**config.mk**
```make
export PLATFORM = sky130hd
export DESIGN_NAME = fetch_top
export DESIGN_NICKNAME = d
export VERILOG_FILES = /design/src/logic/core_cfg_pkg.sv /design/src/logic/fetch_pkg.sv /design/src/logic/fetch_issue.sv /design/src/logic/fetch_top.sv /design/src/logic/pc_gen.sv /design/src/logic/predecode.sv /design/src/logic/stage_reg.sv
export SDC_FILE = /design/constraint.sdc
export NUM_CORES = 1
export LEC_CHECK = 0
export BUFFER_PORTS_ARGS = -buffer_cell sky130_fd_sc_hd__buf_4
export CORE_MARGIN = 10
export CORE_UTILIZATION = 60
export DETAILED_ROUTE_END_ITERATION = 8
export GPL_TIMING_DRIVEN = 0
export PLACE_DENSITY = 0.93
export SETUP_SLACK_MARGIN = 0.1
export SLEW_MARGIN = 20
export SYNTH_ARGS = -nofsm -noshare
export SYNTH_HDL_FRONTEND = slang
export SYNTH_SLANG_ARGS = --single-unit
```
**constraint.sdc**
```tcl
create_clock -name clk -period 19.2 [get_ports clk]
set_input_delay 1.92 -clock clk [delete_from_list [all_inputs] [get_ports clk]]
set_output_delay 1.92 -clock clk [all_outputs]
set_load 0.01 [all_outputs]
```
**src/logic/core_cfg_pkg.sv**
```systemverilog
package core_cfg_pkg;

    // ************************************************************************
    // Core-wide configuration
    // ************************************************************************

    // Address and instruction width
    localparam int xlen = 32;

    // First fetch address after reset
    localparam logic [xlen-1:0] reset_pc = 32'h8000_0000;

    // Read transaction ID width and the ID owned by the fetch front end
    localparam int id_w = 4;
    localparam logic [id_w-1:0] fetch_id = 4'd1;

    // Consecutive idle cycles on the shared port before a fetch may go out
    localparam int settle_cycles = 4;

    // Wide enough to hold the idle count
    localparam int settle_w = $clog2(settle_cycles + 1);

endpackage

```
**src/logic/fetch_pkg.sv**
```systemverilog
package fetch_pkg;

    // ************************************************************************
    // Records passed between fetch stages
    // ************************************************************************

    // Current PC and whether pc_gen has no update waiting
    typedef struct packed {
        logic [core_cfg_pkg::xlen-1:0] pc;
        logic                          ready;
    } pc_state_t;

    // One returned fetch before predecode
    typedef struct packed {
        logic [core_cfg_pkg::xlen-1:0] pc;
        logic [core_cfg_pkg::xlen-1:0] instr;
    } fetch_raw_t;

    // Predecoded instruction as it leaves the front end
    typedef struct packed {
        logic [core_cfg_pkg::xlen-1:0] pc;
        logic [core_cfg_pkg::xlen-1:0] instr;
        logic [core_cfg_pkg::xlen-1:0] next_pc;
    } instr_out_t;

    // Control transfer requested by execute
    typedef struct packed {
        logic                          valid;
        logic [core_cfg_pkg::xlen-1:0] target;
    } redirect_t;

    // Major opcode of JAL
    localparam logic [6:0] opc_jal = 7'b110_1111;

endpackage

```
**src/logic/fetch_issue.sv**
```systemverilog
`timescale 1ns/100ps

module fetch_issue (
    input  logic                          clk,
    input  logic                          rst_n,
    input  fetch_pkg::pc_state_t          pc_state,
    input  fetch_pkg::redirect_t          redirect,
    input  logic                          mem_idle,
    input  logic                          ar_ready,
    output logic                          ar_valid,
    output logic [core_cfg_pkg::xlen-1:0] ar_addr,
    output logic [core_cfg_pkg::id_w-1:0] ar_id,
    input  logic                          r_valid,
    input  logic [core_cfg_pkg::id_w-1:0] r_id,
    input  logic [core_cfg_pkg::xlen-1:0] r_data,
    output logic                          raw_valid,
    output fetch_pkg::fetch_raw_t         raw
);

    typedef enum logic [1:0] {
        st_count,
        st_req,
        st_wait,
        st_finish
    } issue_fsm_t;

    issue_fsm_t                        state;
    logic [core_cfg_pkg::settle_w-1:0] idle_cnt;
    logic [core_cfg_pkg::xlen-1:0]     pc_q;
    logic                              stale_q;
    logic                              count_ok;
    logic                              issue_go;
    logic                              rsp_hit;

    // A redirect restarts the count so that the latched PC is never the old one
    assign count_ok = mem_idle && pc_state.ready && !redirect.valid;
    assign issue_go = (state == st_count) && count_ok &&
                      (idle_cnt == core_cfg_pkg::settle_w'(core_cfg_pkg::settle_cycles - 1));
    assign rsp_hit  = r_valid && (r_id == core_cfg_pkg::fetch_id);

    // ************************************************************************
    // Issue state machine
    // ************************************************************************

    always_ff @(posedge clk or negedge rst_n) begin
        if (!rst_n) begin
            state    <= st_count;
            idle_cnt <= '0;
            stale_q  <= 1'b0;
        end else begin
            case (state)
                st_count: begin
                    if (issue_go) begin
                        state    <= st_req;
                        idle_cnt <= '0;
                    end else if (count_ok) begin
                        idle_cnt <= idle_cnt + 1'b1;
                    end else begin
                        idle_cnt <= '0;
                    end
                end
                st_req: begin
                    // Address must stay up until accepted, even after a redirect
                    if (redirect.valid) stale_q <= 1'b1;
                    if (ar_ready) state <= st_wait;
                end
                st_wait: begin
                    if (redirect.valid) stale_q <= 1'b1;
                    if (rsp_hit) state <= st_finish;
                end
                st_finish: begin
                    state   <= st_count;
                    stale_q <= 1'b0;
                end
                default: begin
                    state <= st_count;
                end
            endcase
        end
    end

    // PC of the fetch in flight
    always_ff @(posedge clk) begin
        if (issue_go) begin
            pc_q <= pc_state.pc;
        end
    end

    assign ar_valid = (state == st_req);
    assign ar_addr  = pc_q;
    assign ar_id    = core_cfg_pkg::fetch_id;

    // Stale responses are still collected, they just go nowhere
    assign raw_valid = (state == st_wait) && rsp_hit && !stale_q && !redirect.valid;
    assign raw.pc    = pc_q;
    assign raw.instr = r_data;

endmodule

```
**src/logic/fetch_top.sv**
```systemverilog
`timescale 1ns/100ps

module fetch_top (
    input  logic                          clk,
    input  logic                          rst_n,
    input  logic                          mem_idle,
    input  logic                          ar_ready,
    output logic                          ar_valid,
    output logic [core_cfg_pkg::xlen-1:0] ar_addr,
    output logic [core_cfg_pkg::id_w-1:0] ar_id,
    input  logic                          r_valid,
    input  logic [core_cfg_pkg::id_w-1:0] r_id,
    input  logic [core_cfg_pkg::xlen-1:0] r_data,
    input  fetch_pkg::redirect_t          redirect,
    input  logic                          md_busy,
    input  logic                          md_done,
    output fetch_pkg::instr_out_t         instr_out,
    output logic                          instr_out_valid
);

    fetch_pkg::pc_state_t  pc_state;
    logic                  raw_valid;
    fetch_pkg::fetch_raw_t raw;
    logic                  raw_q_valid;
    fetch_pkg::fetch_raw_t raw_q;
    logic                  pd_valid;
    fetch_pkg::instr_out_t pd_instr;

    pc_gen i_pc_gen (
        .clk       (clk),
        .rst_n     (rst_n),
        .redirect  (redirect),
        .seq_valid (instr_out_valid),
        .seq_pc    (instr_out.next_pc),
        .md_busy   (md_busy),
        .md_done   (md_done),
        .pc_state  (pc_state)
    );

    fetch_issue i_fetch_issue (
        .clk       (clk),
        .rst_n     (rst_n),
        .pc_state  (pc_state),
        .redirect  (redirect),
        .mem_idle  (mem_idle),
        .ar_ready  (ar_ready),
        .ar_valid  (ar_valid),
        .ar_addr   (ar_addr),
        .ar_id     (ar_id),
        .r_valid   (r_valid),
        .r_id      (r_id),
        .r_data    (r_data),
        .raw_valid (raw_valid),
        .raw       (raw)
    );

    // Both stage boundaries are flushed by a redirect
    stage_reg #(.payload_t(fetch_pkg::fetch_raw_t)) i_raw_reg (
        .clk       (clk),
        .rst_n     (rst_n),
        .flush     (redirect.valid),
        .in_valid  (raw_valid),
        .in_data   (raw),
        .out_valid (raw_q_valid),
        .out_data  (raw_q)
    );

    predecode i_predecode (
        .in_valid  (raw_q_valid),
        .in_raw    (raw_q),
        .out_valid (pd_valid),
        .out_instr (pd_instr)
    );

    stage_reg #(.payload_t(fetch_pkg::instr_out_t)) i_out_reg (
        .clk       (clk),
        .rst_n     (rst_n),
        .flush     (redirect.valid),
        .in_valid  (pd_valid),
        .in_data   (pd_instr),
        .out_valid (instr_out_valid),
        .out_data  (instr_out)
    );

endmodule

```
**src/logic/pc_gen.sv**
```systemverilog
`timescale 1ns/100ps

module pc_gen (
    input  logic                          clk,
    input  logic                          rst_n,
    input  fetch_pkg::redirect_t          redirect,
    input  logic                          seq_valid,
    input  logic [core_cfg_pkg::xlen-1:0] seq_pc,
    input  logic                          md_busy,
    input  logic                          md_done,
    output fetch_pkg::pc_state_t          pc_state
);

    typedef enum logic [1:0] {
        st_idle,
        st_pending,
        st_apply
    } pc_fsm_t;

    pc_fsm_t                       state;
    pc_fsm_t                       state_nxt;
    logic [core_cfg_pkg::xlen-1:0] pc_q;
    logic [core_cfg_pkg::xlen-1:0] pc_nxt;
    logic [core_cfg_pkg::xlen-1:0] pend_pc_q;
    logic                          defer;

    // A sequential update has to wait while multiply/divide still runs
    assign defer = seq_valid && md_busy && !md_done;

    // ************************************************************************
    // Next PC selection
    // ************************************************************************

    always_comb begin
        state_nxt = state;
        pc_nxt    = pc_q;
        if (redirect.valid) begin
            // Execute wins and any deferred value is thrown away
            state_nxt = st_idle;
            pc_nxt    = redirect.target;
        end else begin
            case (state)
                st_idle: begin
                    if (defer) begin
                        state_nxt = st_pending;
                    end else if (seq_valid) begin
                        pc_nxt = seq_pc;
                    end
                end
                st_pending: begin
                    if (md_done) begin
                        state_nxt = st_apply;
                        pc_nxt    = pend_pc_q;
                    end
                end
                // One cycle so that fetch sees the new PC before it counts again
                st_apply: begin
                    state_nxt = st_idle;
                end
                default: begin
                    state_nxt = st_idle;
                end
            endcase
        end
    end

    always_ff @(posedge clk or negedge rst_n) begin
        if (!rst_n) begin
            state <= st_idle;
            pc_q  <= core_cfg_pkg::reset_pc;
        end else begin
            state <= state_nxt;
            pc_q  <= pc_nxt;
        end
    end

    // Parked next PC while the pending state is active
    always_ff @(posedge clk) begin
        if (state == st_idle && defer && !redirect.valid) begin
            pend_pc_q <= seq_pc;
        end
    end

    assign pc_state.pc    = pc_q;
    assign pc_state.ready = (state == st_idle);

endmodule

```
**src/logic/predecode.sv**
```systemverilog
`timescale 1ns/100ps

module predecode (
    input  logic                  in_valid,
    input  fetch_pkg::fetch_raw_t in_raw,
    output logic                  out_valid,
    output fetch_pkg::instr_out_t out_instr
);

    logic [6:0]                    opcode;
    logic                          is_jal;
    logic [core_cfg_pkg::xlen-1:0] j_imm;
    logic [core_cfg_pkg::xlen-1:0] seq_pc;
    logic [core_cfg_pkg::xlen-1:0] jal_pc;

    assign opcode = in_raw.instr[6:0];
    assign is_jal = (opcode == fetch_pkg::opc_jal);

    // ************************************************************************
    // J-type immediate, bit 0 is always zero
    // ************************************************************************

    assign j_imm = {
        {12{in_raw.instr[31]}},
        in_raw.instr[19:12],
        in_raw.instr[20],
        in_raw.instr[30:21],
        1'b0
    };

    assign seq_pc = in_raw.pc + core_cfg_pkg::xlen'(4);
    assign jal_pc = in_raw.pc + j_imm;

    assign out_valid         = in_valid;
    assign out_instr.pc      = in_raw.pc;
    assign out_instr.instr   = in_raw.instr;
    assign out_instr.next_pc = is_jal ? jal_pc : seq_pc;

endmodule

```
**src/logic/stage_reg.sv**
```systemverilog
`timescale 1ns/100ps

module stage_reg #(
    parameter type payload_t = logic
) (
    input  logic     clk,
    input  logic     rst_n,
    input  logic     flush,
    input  logic     in_valid,
    input  payload_t in_data,
    output logic     out_valid,
    output payload_t out_data
);

    // Valid bit is control state, flush wins over a new entry
    always_ff @(posedge clk or negedge rst_n) begin
        if (!rst_n) begin
            out_valid <= 1'b0;
        end else begin
            out_valid <= in_valid && !flush;
        end
    end

    // Payload only moves when something valid arrives
    always_ff @(posedge clk) begin
        if (in_valid) begin
            out_data <= in_data;
        end
    end

endmodule

```
==> flow_summary.json <==
{
  "insertion_delay_ps": 540,
  "grt_pass1_wl_mm": 51.7,
  "ys_seq_area_share_pct": 66.0,
  "async_reset_ff_share_pct": 15.8,
  "cp.required_ps": 19430,
  "core_mm2": 0.0193,
  "dieArea_mm2": 0.0256,
  "start_util_pct": 60.7,
  "critPathKind": "in2reg",
  "synth_commonest_cells": "edfxtp_1, nand2_1, nor2_1, o21ai_0, a21oi_1",
  "seq_area_mm2": 0.00775,
  "fp.dieH_um": 160,
  "grt_pass1_vias": 8858,
  "clk_path_buf_depth": 3,
  "ctsResizeCount": 0,
  "antenna_left": 0,
  "hold_viol_final": 0,
  "cp-start-kind": "input pin",
  "ys.warnings.count": 0,
  "clkSlewWorstSetupHoldPaths_ps": 60,
  "wl_mm": 33.5,
  "layout.nets": 1262,
  "post-route-period-util_pct": 24.2,
  "portBuffers": 204,
  "fp.dieW_um": 160,
  "drv_slew": 0,
  "vias_per_cell": 6.16,
  "leakagePower_nw": 5.68,
  "wl_per_cell_um": 23.4,
  "ir_drop_v": 0.0000935,
  "crit_path_max_fanout": 10,
  "hpwl_mm": 23.6,
  "min_path_type": "reg2reg",
  "vias": 8811,
  "synthCells": 897,
  "finClkSkew_ps": 11.0,
  "avgSynthCellArea_um2": 13.1,
  "fill_cells": 1175,
  "grt_max_degree": 55,
  "pwr_density_cell_mw_per_mm2": 83.6,
  "hold_buffers": 0,
  "holdWs_ps": 421,
  "hold_depth": 0,
  "arrival_ps": 4870,
  "firstDrtPassIters": 6,
  "cts_root_buf": "clkbuf_16",
  "timing.fmax_mhz": 216,
  "grt.total_usage_pct": 25.4,
  "area_delta_synth_final_pct": 24.4,
  "synth-edff-count": 223,
  "worst_pin_slew_ps": 1050,
  "gp_congestion": 0.867,
  "yosys-top-cells-area": "edfxtp_1, dfrtp_1, ha_1, mux2i_1, nand2_1",
  "ys.flop_type": "edfxtp_1",
  "ys_types": 70,
  "setup_tns_ps": 0,
  "reg2reg_depth": 7,
  "yosysMostFrequentCell": "edfxtp_1",
  "rsz0062_at_grt": "no",
  "cts_buffers": 25,
  "mappedNetlistArea_mm2": 0.0117,
  "antenna_found_initial": 1,
  "ff2ff_setup_slack_ps": 15850,
  "cts_sinks": 265,
  "setup_viol": 0,
  "crit_path_end_kind": "flop",
  "cts_tree": "done",
  "htree_levels": 1,
  "multi_input_area_mm2": 0.00375,
  "ys_ff_latch": 265,
  "max_slew_margin_pct": 30.2,
  "antenna-diode-count": 0,
  "drc": 0,
  "rows": 51,
  "cts_setup_buffers": 0,
  "drtIter0Drc": 966,
  "io-pin-count": 210,
  "status": "complete, no violations",
  "grt_overflow": 0,
  "layout-drive-gt1-share_pct": 25.4,
  "yosys.area.top_type": "edfxtp_1",
  "post-route-min-period_ps": 4640,
  "cap_violations": 0,
  "netlist.area_leader.share_pct": 57.1
}
## final timing paths
check	from	end
min in group asynchronous	rst_n	i_fetch_issue.state[1]
worst min register to register	i_raw_reg.out_data[11]	i_out_reg.out_data[43]
worst max register to register	i_raw_reg.out_data[31]	i_out_reg.out_data[31]
worst max-delay path	redirect[32]	i_raw_reg.out_data[8]
max in group asynchronous	rst_n	i_raw_reg.out_valid
worst min-delay path	i_raw_reg.out_data[11]	i_out_reg.out_data[43]
## cell usage in the layout, fill, tap and decap left out, types with 18 or more instances in the layout
master / synthesis / routed
a21oi_1: 56 / 56
a21o_1: 21 / 21
ha_1: 38 / 38
edfxtp_1: 223 / 223
xnor2_1: 29 / 29
nand2_1: 86 / 86
clkbuf_16: 0 / 25
o21ai_0: 58 / 58
mux2i_1: 36 / 36
nor2_1: 71 / 70
buf_2: 10 / 18
clkbuf_1: 26 / 33
nand4_1: 19 / 19
dfrtp_1: 41 / 40
buf_4: 5 / 215
## sequential cells by signal, indices dropped and copies added, names as in the netlist, 2 cells and up
register	cells
i_pc_gen.pc_q	32
i_pc_gen.state	2
i_pc_gen.pend_pc_q	32
i_out_reg.out_data	95
i_raw_reg.out_data	64
i_fetch_issue.idle_cnt	3
i_fetch_issue.state	2
i_fetch_issue.ar_addr	32
## layout make-up
class | instances | area share (%)
timing repair buffer | 221 | 11.5
clock inverter | 12 | 1.05
tap | 265 | 2.27
inverter | 17 | 0.437
sequential | 265 | 53.1
clock buffer | 34 | 4.65
buffer | 45 | 1.38
multi-input combinational | 572 | 25.7
## through the flow
stage                     instances  setup slack (ps)  power, W  utilization [%]  instance area, um^2
after floorplan                 899              9140  0.000688                -                11700
after global placement         1368              5160  0.000713             70.4                13600
after detailed placement       1385             14110  0.000719             71.2                13800
after CTS                      1431             14590   0.00122             75.5                14600
after global routing           1431             14350   0.00126             75.5                14600
final                          1431             14560   0.00122             75.5                14600
## power by group
part | total (W) | switching [W] | leakage (nW) | internal (W)
clock | 0.000510 | 0.000218 | 0.409 | 0.000291
sequential | 0.000642 | 0.00000983 | 2.53 | 0.000633
combinational | 0.0000685 | 0.0000378 | 2.74 | 0.0000307
total | 0.00122 | 0.000266 | 5.68 | 0.000954
## cells by family after synthesis
logic type | after synthesis | share of synthesized area, %
muxes | 36 | 3.07
buffers and inverters | 62 | 2.26
DFF | 265 | 66.0
AOI/OAI and AO/OA | 200 | 10.9
and+or+nand+nor | 248 | 10.1
other | 2 | 0.0640
xor gates and xnor gates | 45 | 3.36
adders and majority gates | 39 | 4.22
## layer usage
metal / part of all wire (%) / vias to the layer above / global-route usage (%)
met5: 0 / - / 0
met4: 3.3 / 0 / 8.56
li1: - / 3852 / -
met3: 9.8 / 77 / 5.66
met1: 39 / 4326 / 32.8
met2: 48 / 556 / 41.9
## worst max-delay path: stages
cell and delay, ps:
clkbuf_1 220, clkbuf_1 350, clkbuf_1 360, nor4b_2 570
buf_2 300, buf_2 230, buf_2 230, buf_2 240
buf_2 210, buf_2 230
Note: power is estimated with default switching activity, not from simulation.
